$ cat src/hw/rsqrt_seed_lut.mem
4000000
4000000
4000000
4000000
4000000
4000000
4000000
4000000
4000000
4000000
4000000
4000000
4000000
4000000
4000000
4000000
4000000
3D30000
3B80000
3A00000
3890000
3730000
3600000
34D0000
33C0000
32B0000
31C0000
30D0000
2FF0000
2F20000
2E60000
2DA0000
2CE0000
2C40000
2B90000
2AF0000
2A60000
29D0000
2940000
28C0000
2840000
27C0000
2740000
26D0000
2660000
25F0000
2590000
2520000
24C0000
2460000
2400000
23B0000
2350000
2300000
22B0000
2260000
2210000
21C0000
2180000
2130000
20F0000
20A0000
2060000
2020000

$ cat src/hw/fp_pkg.sv
`default_nettype none

package fp_pkg;

    // binary32 word, sign in the top bit
    typedef struct packed {
        logic        sign;
        logic [7:0]  exponent;
        logic [22:0] mantissa;
    } fp32_t;

    // exception flags raised with each result
    typedef struct packed {
        logic invalid;
        logic div_by_zero;
        logic underflow;
        logic inexact;
    } fp_flags_t;

    localparam int FP_EXP_BIAS = 127;

    // default quiet NaN returned for operands with the sign set
    localparam fp32_t FP_QNAN_NEG = 32'hFFC0_0000;
    localparam fp32_t FP_POS_INF = 32'h7F80_0000;

    // mantissa bit that separates quiet from signalling NaN
    localparam int FP_QUIET_BIT = 22;

endpackage

`default_nettype wire

$ cat src/hw/rsqrt_pkg.sv
`default_nettype none

package rsqrt_pkg;

    import fp_pkg::*;

    // Q2.26 estimate and operand, Q4.52 raw product
    typedef logic [27:0] fix_t;
    typedef logic [55:0] fix_prod_t;

    localparam int FIX_FRAC_BITS = 26;
    localparam fix_t FIX_THREE = 28'hC00_0000;

    localparam int SEED_INDEX_W = 6;
    localparam string SEED_FILE = "/design/src/hw/rsqrt_seed_lut.mem";

    localparam int MULT_LATENCY = 2;
    localparam int NEWTON_LATENCY = 15;
    localparam int RSQRT_LATENCY = 17;

    // sideband that travels beside the mantissa through the pipeline
    typedef struct packed {
        logic       valid;
        logic       sign;
        logic       special;
        fp32_t      special_result;
        logic       invalid;
        logic       flushed;
        logic       div_by_zero;
        logic [7:0] res_exp;
    } rsqrt_meta_t;

endpackage

`default_nettype wire

$ cat src/hw/fixed_mult.sv
`default_nettype none
`timescale 1ns/1ps

module fixed_mult #(
    parameter int WIDTH = 28
) (
    input  logic               clk,
    input  logic               rst,
    input  logic [WIDTH-1:0]   a,
    input  logic [WIDTH-1:0]   b,
    output logic [2*WIDTH-1:0] p
);

    logic [WIDTH-1:0] a_q;
    logic [WIDTH-1:0] b_q;

    // operand register, then product register
    always_ff @(posedge clk or posedge rst) begin
        if (rst) begin
            a_q <= '0;
            b_q <= '0;
            p   <= '0;
        end else begin
            a_q <= a;
            b_q <= b;
            p   <= a_q * b_q;
        end
    end

endmodule

`default_nettype wire

$ cat src/hw/fp_rsqrt.sv
`default_nettype none
`timescale 1ns/1ps

module fp_rsqrt
    import fp_pkg::*;
    import rsqrt_pkg::*;
(
    input  logic      clk,
    input  logic      rst,
    input  logic      valid_in,
    input  fp32_t     operand,
    output fp32_t     result,
    output fp_flags_t flags,
    output logic      valid_out
);

    rsqrt_meta_t cls_meta;
    logic [24:0] cls_mant;
    fix_prod_t   nwt_mant;
    rsqrt_meta_t nwt_meta;

    rsqrt_classify u_classify (
        .clk      (clk),
        .rst      (rst),
        .valid_in (valid_in),
        .operand  (operand),
        .meta     (cls_meta),
        .mant_in  (cls_mant)
    );

    rsqrt_newton u_newton (
        .clk      (clk),
        .rst      (rst),
        .mant_in  (cls_mant),
        .meta_in  (cls_meta),
        .mant_out (nwt_mant),
        .meta_out (nwt_meta)
    );

    rsqrt_round u_round (
        .clk       (clk),
        .rst       (rst),
        .mant_in   (nwt_mant),
        .meta_in   (nwt_meta),
        .result    (result),
        .flags     (flags),
        .valid_out (valid_out)
    );

endmodule

`default_nettype wire

$ cat src/hw/rsqrt_classify.sv
`default_nettype none
`timescale 1ns/1ps

module rsqrt_classify
    import fp_pkg::*;
    import rsqrt_pkg::*;
(
    input  logic        clk,
    input  logic        rst,
    input  logic        valid_in,
    input  fp32_t       operand,
    output rsqrt_meta_t meta,
    output logic [24:0] mant_in
);

    logic               exp_zero;
    logic               exp_ones;
    logic               man_zero;
    logic               is_zero;
    logic               is_inf;
    logic               is_qnan;
    logic               is_snan;
    logic               is_denorm;
    logic               exp_even;
    logic [8:0]         exp_num;
    rsqrt_meta_t        meta_d;
    logic [24:0]        mant_d;

    assign exp_zero = (operand.exponent == '0);
    assign exp_ones = (operand.exponent == '1);
    assign man_zero = (operand.mantissa == '0);

    assign is_zero   = exp_zero & man_zero;
    assign is_denorm = exp_zero & ~man_zero;
    assign is_inf    = exp_ones & man_zero;
    assign is_qnan   = exp_ones & ~man_zero & operand.mantissa[FP_QUIET_BIT];
    assign is_snan   = exp_ones & ~man_zero & ~operand.mantissa[FP_QUIET_BIT];

    // even biased exponent means an odd true exponent, so fold a factor of two into the mantissa
    assign exp_even = ~operand.exponent[0];
    assign mant_d   = exp_even ? {1'b1, operand.mantissa, 1'b0} : {2'b01, operand.mantissa};

    // half of this is the exponent for a result in [1, 2)
    assign exp_num = 9'(3 * FP_EXP_BIAS) + 9'(exp_even) - 9'(operand.exponent);

    always_comb begin
        meta_d         = '0;
        meta_d.valid   = valid_in;
        meta_d.sign    = operand.sign;
        meta_d.res_exp = exp_num[8:1];
        if (is_qnan) begin
            meta_d.special        = 1'b1;
            meta_d.special_result = operand;
        end else if (is_snan) begin
            meta_d.special        = 1'b1;
            meta_d.special_result = operand;
            meta_d.special_result.mantissa[FP_QUIET_BIT] = 1'b1;
            meta_d.invalid        = 1'b1;
        end else if (operand.sign) begin
            meta_d.special        = 1'b1;
            meta_d.special_result = FP_QNAN_NEG;
        end else if (is_inf) begin
            // +0 is already in special_result
            meta_d.special = 1'b1;
        end else if (is_zero | is_denorm) begin
            meta_d.special        = 1'b1;
            meta_d.special_result = FP_POS_INF;
            meta_d.div_by_zero    = 1'b1;
            meta_d.flushed        = is_denorm;
        end
    end

    always_ff @(posedge clk or posedge rst) begin
        if (rst) begin
            meta    <= '0;
            mant_in <= '0;
        end else begin
            meta    <= meta_d;
            mant_in <= mant_d;
        end
    end

endmodule

`default_nettype wire

$ cat src/hw/rsqrt_newton.sv
`default_nettype none
`timescale 1ns/1ps

module rsqrt_newton
    import rsqrt_pkg::*;
(
    input  logic        clk,
    input  logic        rst,
    input  logic [24:0] mant_in,
    input  rsqrt_meta_t meta_in,
    output fix_prod_t   mant_out,
    output rsqrt_meta_t meta_out
);

    fix_t        seed_rom [2**SEED_INDEX_W];

    // a_dly[k], x_dly[k] hold stage k+1; x1_dly[k] holds stage 9+k
    fix_t        a_dly  [4*MULT_LATENCY + 2];
    fix_t        x_dly  [2*MULT_LATENCY + 2];
    fix_t        x1_dly [2*MULT_LATENCY + 1];
    rsqrt_meta_t meta_dly [NEWTON_LATENCY];

    fix_prod_t   sq1_p;
    fix_prod_t   ax1_p;
    fix_prod_t   nx1_p;
    fix_prod_t   sq2_p;
    fix_prod_t   ax2_p;
    fix_t        z1_q;
    fix_t        z2_q;
    fix_t        x1;
    fix_t        x0_half;
    fix_t        x1_half;

    function automatic fix_t to_fix(input fix_prod_t prod);
        return prod[FIX_FRAC_BITS +: $bits(fix_t)];
    endfunction

    initial begin
        $readmemh(SEED_FILE, seed_rom);
    end

    always_ff @(posedge clk or posedge rst) begin
        if (rst) begin
            for (int i = 0; i < $size(a_dly); i++) begin
                a_dly[i] <= '0;
            end
            for (int i = 0; i < $size(x_dly); i++) begin
                x_dly[i] <= '0;
            end
            for (int i = 0; i < $size(x1_dly); i++) begin
                x1_dly[i] <= '0;
            end
            z1_q <= '0;
            z2_q <= '0;
        end else begin
            // seed lookup on the top mantissa bits
            x_dly[0] <= seed_rom[mant_in[24 -: SEED_INDEX_W]];
            a_dly[0] <= fix_t'({mant_in, 3'b000});
            for (int i = 1; i < $size(a_dly); i++) begin
                a_dly[i] <= a_dly[i-1];
            end
            for (int i = 1; i < $size(x_dly); i++) begin
                x_dly[i] <= x_dly[i-1];
            end
            x1_dly[0] <= x1;
            for (int i = 1; i < $size(x1_dly); i++) begin
                x1_dly[i] <= x1_dly[i-1];
            end
            z1_q <= FIX_THREE - to_fix(ax1_p);
            z2_q <= FIX_THREE - to_fix(ax2_p);
        end
    end

    // first iteration
    fixed_mult #(.WIDTH(28)) u_sq1 (
        .clk(clk), .rst(rst), .a(x_dly[0]), .b(x_dly[0]), .p(sq1_p)
    );
    fixed_mult #(.WIDTH(28)) u_ax1 (
        .clk(clk), .rst(rst), .a(a_dly[MULT_LATENCY]), .b(to_fix(sq1_p)), .p(ax1_p)
    );
    assign x0_half = x_dly[2*MULT_LATENCY + 1] >> 1;
    fixed_mult #(.WIDTH(28)) u_nx1 (
        .clk(clk), .rst(rst), .a(x0_half), .b(z1_q), .p(nx1_p)
    );
    assign x1 = to_fix(nx1_p);

    // second iteration
    fixed_mult #(.WIDTH(28)) u_sq2 (
        .clk(clk), .rst(rst), .a(x1), .b(x1), .p(sq2_p)
    );
    fixed_mult #(.WIDTH(28)) u_ax2 (
        .clk(clk), .rst(rst), .a(a_dly[4*MULT_LATENCY + 1]), .b(to_fix(sq2_p)), .p(ax2_p)
    );
    assign x1_half = x1_dly[2*MULT_LATENCY] >> 1;
    fixed_mult #(.WIDTH(28)) u_nx2 (
        .clk(clk), .rst(rst), .a(x1_half), .b(z2_q), .p(mant_out)
    );

    always_ff @(posedge clk or posedge rst) begin
        if (rst) begin
            for (int i = 0; i < NEWTON_LATENCY; i++) begin
                meta_dly[i] <= '0;
            end
        end else begin
            meta_dly[0] <= meta_in;
            for (int i = 1; i < NEWTON_LATENCY; i++) begin
                meta_dly[i] <= meta_dly[i-1];
            end
        end
    end

    assign meta_out = meta_dly[NEWTON_LATENCY-1];

endmodule

`default_nettype wire

$ cat src/hw/rsqrt_round.sv
`default_nettype none
`timescale 1ns/1ps

module rsqrt_round
    import fp_pkg::*;
    import rsqrt_pkg::*;
(
    input  logic        clk,
    input  logic        rst,
    input  fix_prod_t   mant_in,
    input  rsqrt_meta_t meta_in,
    output fp32_t       result,
    output fp_flags_t   flags,
    output logic        valid_out
);

    logic [22:0] mant_trunc;
    logic        guard;
    logic        round_bit;
    logic        sticky;
    logic        round_up;
    logic [23:0] mant_rnd;
    logic [7:0]  exp_norm;
    logic [7:0]  exp_rnd;
    fp32_t       norm_result;

    always_comb begin
        // estimate lies in (0.5, 1], only exactly 1.0 reaches bit 52
        if (mant_in[52]) begin
            mant_trunc = mant_in[51:29];
            guard      = mant_in[28];
            round_bit  = mant_in[27];
            sticky     = |mant_in[26:0];
            exp_norm   = meta_in.res_exp;
        end else begin
            mant_trunc = mant_in[50:28];
            guard      = mant_in[27];
            round_bit  = mant_in[26];
            sticky     = |mant_in[25:0];
            exp_norm   = meta_in.res_exp - 8'd1;
        end
        // nearest even, ties go to an even lsb
        round_up    = guard & (round_bit | sticky | mant_trunc[0]);
        mant_rnd    = {1'b0, mant_trunc} + 24'(round_up);
        exp_rnd     = mant_rnd[23] ? exp_norm + 8'd1 : exp_norm;
        norm_result = {meta_in.sign, exp_rnd, mant_rnd[22:0]};
    end

    always_ff @(posedge clk or posedge rst) begin
        if (rst) begin
            result    <= '0;
            flags     <= '0;
            valid_out <= 1'b0;
        end else begin
            valid_out         <= meta_in.valid;
            flags.invalid     <= meta_in.invalid;
            flags.div_by_zero <= meta_in.div_by_zero;
            if (meta_in.special) begin
                result          <= meta_in.special_result;
                flags.underflow <= meta_in.flushed;
                flags.inexact   <= 1'b0;
            end else begin
                result          <= norm_result;
                flags.underflow <= 1'b0;
                flags.inexact   <= guard | round_bit | sticky;
            end
        end
    end

endmodule

`default_nettype wire

$ cat config.mk
export PLATFORM = sky130hd
export DESIGN_NAME = fp_rsqrt
export DESIGN_NICKNAME = d
export VERILOG_FILES = /design/src/hw/fp_pkg.sv /design/src/hw/rsqrt_pkg.sv /design/src/hw/fixed_mult.sv /design/src/hw/fp_rsqrt.sv /design/src/hw/rsqrt_classify.sv /design/src/hw/rsqrt_newton.sv /design/src/hw/rsqrt_round.sv
export SDC_FILE = /design/constraint.sdc
export NUM_CORES = 1
export LEC_CHECK = 0
export BUFFER_PORTS_ARGS = -buffer_cell sky130_fd_sc_hd__buf_2
export CORE_AREA = 2 2 178 215
export DETAILED_ROUTE_END_ITERATION = 6
export DIE_AREA = 0 0 180 217
export PLACE_DENSITY = 0.72
export SLEW_MARGIN = 20
export SYNTH_ARGS = -nofsm -noshare
export SYNTH_HDL_FRONTEND = slang
export SYNTH_SLANG_ARGS = --single-unit
export TNS_END_PERCENT = 1
$ cat constraint.sdc
create_clock -name clk -period 64.7 [get_ports clk]
set_input_delay 3.235 -clock clk [delete_from_list [all_inputs] [get_ports clk]]
set_output_delay 3.235 -clock clk [all_outputs]
set_load 0.05 [all_outputs]
==> flow_summary.toml, run 1 <==
[clocking]
cts_setup_buffers = 0
htree_levels = 3
path_clk_slew_ns = 0.08
clk_latency_ns = 0.58
cts_max_path_buffers = 3
holdBufCountCts = 0
cts_root_buffer = "clkbuf_16"
post_cts_resize_count = 0
cts_sinks = 756
cts_tree = "built"
cts_inserted_buffers = 67

[power_and_ir_drop]
ir_worst_vdd_uv = 19.7
p_per_area_nw_per_um2 = 39.0
leakagePower_nw = 11.6
p_total_mw = 0.894

[route]
wl_mm = 28.2
firstDrtPassIters = 4
wl_per_cell_um = 18.2
drc = 0
route.vias.total = 7108
vias_per_cell = 4.59
ant_nets = 0
drt_iter0_drc = 448

[logic_synthesis]
synth_compound_area_share_pct = 0.259
synth-adder-area-share_pct = 0.253
synth_nets = 933
synth_top_family_by_area = "simple AND/OR/NAND/NOR gates"
synth.area.mux_share_pct = 0.152
synthSimpleGateAreaFrac_pct = 2.81
yosysTopAreaCellShare_pct = 95.6
ys_seq_area_share_pct = 95.6
synthXorXnorAreaFrac_pct = 0.531
ys_ff_latch = 756
ys_top_cells_by_area = "dfrtp_1, and2_1, xnor2_1"
synth.cell_area_um2 = 19800
avgSynthCellArea_um2 = 22.1
synth_cell_types = 30
postSynthCellCount = 894
yosysWarnings = 0
synth_top_cell_by_area = "dfrtp_1"

[setup_path]
end_kind = "async pin"
required_ns = 65.28
worstPathArrival_ns = 5.56
worstPathMaxFanout = 125
start_kind = "primary input"
crit_type = "in2async"

[floorplanning]
ioPinCount = 72
die_x_um = 180
start_util_pct = 53.2
fp.dieH_um = 217
die-area_um2 = 39100
core_area_um2 = 37200
row_count = 78

[timing]
rsz0062_at_grt = "false"
fmax_mhz = 201
period_share_pct = 7.70
hold_violations = 0
slew_violations = 0
slew-limit-headroom_pct = 38.3
worst_pin_slew_ns = 0.926
setup_viol = 0
setup_tns_ns = 0
timing.hold.ws_ns = 0.331
period_minus_slack_ns = 4.98
clock_skew_ns = 0.0262

[grt]
grt_pass1_vias = 8300
grt_max_degree = 126
track_usage_pct = 15.6
gr-total-overflow = 0
grt_antenna_before_repair = 2
grt_pass1_wl_mm = 46.5

[placement]
port_buffers = 70
dp.final_hpwl_mm = 12.6
gp_congestion = 0.711
placed_area_um2 = 20800

[finish]
antennaDiodeCount = 0
synthToLayoutAreaGrowth_pct = 15.8
nets = 1072
fillers = 2445
drive_above_1_share_pct = 16.3
design_area_um2 = 22900

[run]
drv_cap = 0

[min_path]
holdCritPathClass = "reg2reg"

[run_status]
outcome = "finished clean"
-- path summary, 6_finish.rpt --
check	slack [ns]	from	end	cells after the start
worst min-delay path	0.33	u_newton.meta_dly[291]$_DFF_PP0_	u_newton.meta_dly[245]$_DFF_PP0_	0
worst max register to register	63.25	u_newton.meta_out[43]$_DFF_PP0_	u_round.result[23]$_DFF_PP0_	1
worst max-delay path	59.72	rst	u_classify.meta[14]$_DFF_PP0_	4
max in group clk	60.31	u_round.valid_out$_DFF_PP0_	valid_out	1
min in group asynchronous	2.82	rst	u_round.flags[2]$_DFF_PP0_	2
worst min register to register	0.33	u_newton.meta_dly[291]$_DFF_PP0_	u_newton.meta_dly[245]$_DFF_PP0_	0
-- synth_stat cells (all sizes together) --
| cell | number |
|---|---|
| and3 | 1 |
| o21ai | 7 |
| nand3 | 3 |
| or3 | 1 |
| nor2 | 4 |
| xnor2 | 6 |
| nor2b | 1 |
| nor3 | 4 |
| nand4 | 3 |
| xor2 | 6 |
| mux2i | 3 |
| nand2 | 11 |
| dfrtp | 756 |
| a41oi | 1 |
| clkbuf | 5 |
| nor4bb | 1 |
| o21a | 1 |
| nor3b | 1 |
| conb | 1 |
| ha | 4 |
| buf | 3 |
| nand2b | 6 |
| inv | 7 |
| and2 | 48 |
| or2 | 1 |
| nor4 | 7 |
| nor4b | 2 |
-- report_power, final --
group,leakage (nW),internal [mW],switching [mW]
clock network,1.04,0.225,0.162
logic,0.710,0.00276,0.0133
registers,9.80,0.486,0.00502
-- final cells by class --
type | count | area [um^2] | area share (%)
Sequential cell | 756 | 18900 | 82.6
Clock buffer | 92 | 1940 | 8.48
Multi-Input combinational cell | 123 | 797 | 3.48
Tap cell | 480 | 601 | 2.62
Timing Repair Buffer | 78 | 437 | 1.91
Clock inverter | 12 | 171 | 0.749
Inverter | 7 | 33.8 | 0.148
-- registers in the layout, summed over array words and instances (netlist names) --
name and count:
u_newton.meta_dly 630, u_round.flags 3, u_newton.meta_out 45, u_round.result 32
u_classify.meta 45, u_round.valid_out 1
-- critical path, stage by stage --
cell	delay, ns
buf_2	0.13
inv_8	0.53
buf_6	0.76
buf_6	0.73
-- logic make-up (layout without fill, tap and decap cells) --
logic type               Yosys count  count (layout)
multiplexers                       3               3
flip-flops                       756             756
buffers and inverters             15             189
XOR/XNOR                          12              12
adder cells (fa/ha/maj)            4               4
other                              1               1
AND/OR/NAND/NOR                   94              94
AO/OA/AOI/OAI                      9               9
-- through the flow --
step | cells | setup slack, ns | utilization, %
3_5_place_dp | 1444 | 58.46 | 55.8
3_3_place_gp | 1444 | 58.67 | 55.8
4_1_cts | 1548 | 58.92 | 61.5
6_report | 1548 | 59.72 | 61.6
5_1_grt | 1548 | 59.19 | 61.6
2_1_floorplan | 894 | 40.25 | -
-- cells in the final DEF (no fill, tap or decap), types with 7 or more instances in the layout --
cell type  count
buf_2         70
clkbuf_1      10
nor4_1         7
clkbuf_16     69
and2_1        48
o21ai_0        7
nand2_1       11
dfrtp_1      756
clkbuf_8      13
buf_6          7
-- per-layer routing --
metal / vias up / global-route usage, % / wire length, um
li1: 3058 / - / -
met1: 3843 / 20.0 / 11200
met2: 154 / 26.9 / 15200
met3: 53 / 3.20 / 1200
met4: 0 / 5.85 / 610
met5: - / 0 / 0
Power figures use the tool's default switching activity.
==> inputs of run 2 (changes only) <==
Settings changed: ABC_AREA set to 1, CORE_AREA 2 2 178 215 to 2 2 179 216, DIE_AREA 0 0 180 217 to 0 0 181 218.
Clock period 64.7 ns to 4.85 ns, I/O delays scaled along.
==> flow_summary.toml, run 2 <==
[finish]
most-common-layout-cells = "dfrtp_1, buf_2, clkbuf_16"
drive_above_1_share_pct = 15.5
antennaDiodeCount = 0
seq_area_um2 = 18900
fillers = 2477
synthToLayoutAreaGrowth_pct = 17.7
largest-register = "u_newton.meta_dly"
design_area_um2 = 23500
largest_register_ffs = 630
nets = 1194
multi_input_area_um2 = 713
mostFrequentLayoutCell = "dfrtp_1"

[setup_path]
crit_type = "in2async"
worstPathArrival_ns = 2.37
start_kind = "primary input"
end_kind = "async pin"
critical-path-max-stage-delay_ns = 0.62
required_ns = 5.38
r2r_setup_slack_ns = 3.35
worstPathMaxFanout = 187
cp_cell_sequence = "dlygate4sd3_1, buf_2, clkinvlp_4, buf_12"
slowest_stage = "buf_12"

[grt]
track_usage_pct = 15.9
grt_antenna_before_repair = 0
grt_pass1_wl_mm = 47.3
grt_pass1_vias = 8780
gr-total-overflow = 0
grt_max_degree = 188

[logic_synthesis]
avgSynthCellArea_um2 = 20.4
yosys.cell_count.top_type = "dfrtp_1"
synth_top_cell_by_area = "dfrtp_1"
ys_ff_latch = 756
yosysWarnings = 0
ys_seq_area_share_pct = 94.9
synth_cell_types = 23
synth.cell_area_um2 = 19900
synth_ff_type = "dfrtp_1"
synth_edf_count = 0
postSynthCellCount = 979
async_flop_share_pct = 100
yosysTopAreaCellShare_pct = 94.9
synth_common_cells = "dfrtp_1, inv_1, nand2_1"
synth_nets = 1018
ys_top_cells_by_area = "dfrtp_1, inv_1, nand2_1"

[route]
ant_nets = 0
route.vias.total = 7524
drc = 0
vias_per_cell = 4.47
wl_per_cell_um = 17.0
drt_iter0_drc = 505
wl_mm = 28.6
firstDrtPassIters = 4

[placement]
dp.final_hpwl_mm = 13.9
port_buffers = 70
gp_congestion = 0.801
place_ws_ns = 2.96
placed_area_um2 = 20900

[timing]
worst_pin_slew_ns = 1.01
clock_skew_ns = 0.0133
fmax_mhz = 542
setup_viol = 0
slew_violations = 0
period_share_pct = 38.0
slew-limit-headroom_pct = 33.0
final.setup.worst_slack_ns = 3.01
hold_violations = 0
period_minus_slack_ns = 1.84
rsz0062_at_grt = "false"

[power_and_ir_drop]
combPwrFrac_pct = 2.1
p_per_area_nw_per_um2 = 511
switching_power_mw = 2.42
leakagePower_nw = 12.1
seqPwrFrac_pct = 54.6
ir_worst_vdd_uv = 316
p_sw_share_pct = 20.2
p_clk_share_pct = 43.3
intPower_mw = 9.56

[floorplanning]
start_util_pct = 53.2
row_count = 78
ioPinCount = 72
die-area_um2 = 39500
die_x_um = 181
fp.dieH_um = 218
core_area_um2 = 37500

[min_path]
holdCritPathClass = "in2reg"

[clocking]
post_cts_resize_count = 0
cts_setup_buffers = 0
cts_inserted_buffers = 67
htree_levels = 3
cts_tree = "built"
path_clk_slew_ns = 0.06
cts_max_path_buffers = 3
cts_root_buffer = "clkbuf_16"
cts_sinks = 756
clk_latency_ns = 0.56

[run]
drv_cap = 0

[run_status]
outcome = "finished clean"
-- run 2: area by class of cell --
type / instances / area share, %
clock inverters: 17 / 0.854
multi-input cells: 151 / 3.04
flip-flops and latches: 756 / 80.7
well taps: 480 / 2.56
clock buffers: 100 / 8.37
inverters: 64 / 1.04
repair buffers: 115 / 3.48
-- run 2: routing by layer --
metal	part of all wire (%)	track usage, %	wire length (um)
met1	37	18.1	10600
met2	57	29.8	16300
met4	2.1	5.88	600
met3	3.8	3.16	1070
met5	0	0	0
-- run 2: final timing paths --
path | startpoint | to | cells past startpoint
min in group asynchronous | rst | u_newton.meta_dly[292]$_DFF_PP0_ | 3
worst max-delay path | rst | u_newton.meta_dly[609]$_DFF_PP0_ | 4
worst max register to register | u_newton.meta_out[0]$_DFF_PP0_ | u_round.result[29]$_DFF_PP0_ | 7
worst min register to register | u_newton.meta_dly[402]$_DFF_PP0_ | u_newton.meta_dly[356]$_DFF_PP0_ | 0
max in group clk | operand[1] | u_classify.meta[35]$_DFF_PP0_ | 10
worst min-delay path | operand[24] | u_classify.meta[35]$_DFF_PP0_ | 5
-- run 2: power groups by stage --
| stage | combinational [mW] | sequential, mW | clock, mW |
|---|---|---|---|
| 2_1_floorplan | 0.131 | 6.68 | 0 |
| 3_3_place_gp | 0.228 | 6.64 | 0 |
| 3_5_place_dp | 0.239 | 6.66 | 0 |
| 4_1_cts | 0.264 | 6.55 | 5.36 |
| 5_1_grt | 0.297 | 6.56 | 5.63 |
| 6_report | 0.254 | 6.55 | 5.19 |
-- run 2: cells by family (layout without fill, tap and decap cells) --
| family | after synthesis | after routing | synth area share (%) |
|---|---|---|---|
| DFF | 756 | 756 | 94.9 |
| and+or+nand+nor | 127 | 127 | 2.68 |
| buffers and inverters | 72 | 296 | 1.49 |
| AOI/OAI and AO/OA | 13 | 13 | 0.364 |
| xor gates and xnor gates | 6 | 6 | 0.264 |
| adders and majority gates | 4 | 4 | 0.251 |
| other | 1 | 1 | 0.0188 |
-- run 2: stage by stage --
step	util (%)	power [mW]	hold slack [ns]	std cells	setup TNS, ns
3_3_place_gp	55.9	6.86	0.331	1530	0
5_1_grt	62.6	12.5	0.106	1683	0
2_1_floorplan	-	6.81	0.274	979	-4352.88
6_report	62.6	12.0	0.0924	1683	0
3_5_place_dp	55.9	6.90	0.335	1530	0
4_1_cts	62.6	12.2	0.0447	1683	0
-- run 2: worst max-delay path: cells and delay by family --
| kind | cells | cell delay [ns] |
|---|---|---|
| buf+inv | 4 | 1.85 |
-- run 2: repair_timing --
action	CTS	global route
hold buffers	36	0
hold endpoints to repair	68	0
endpoints found under the setup margin	0	0
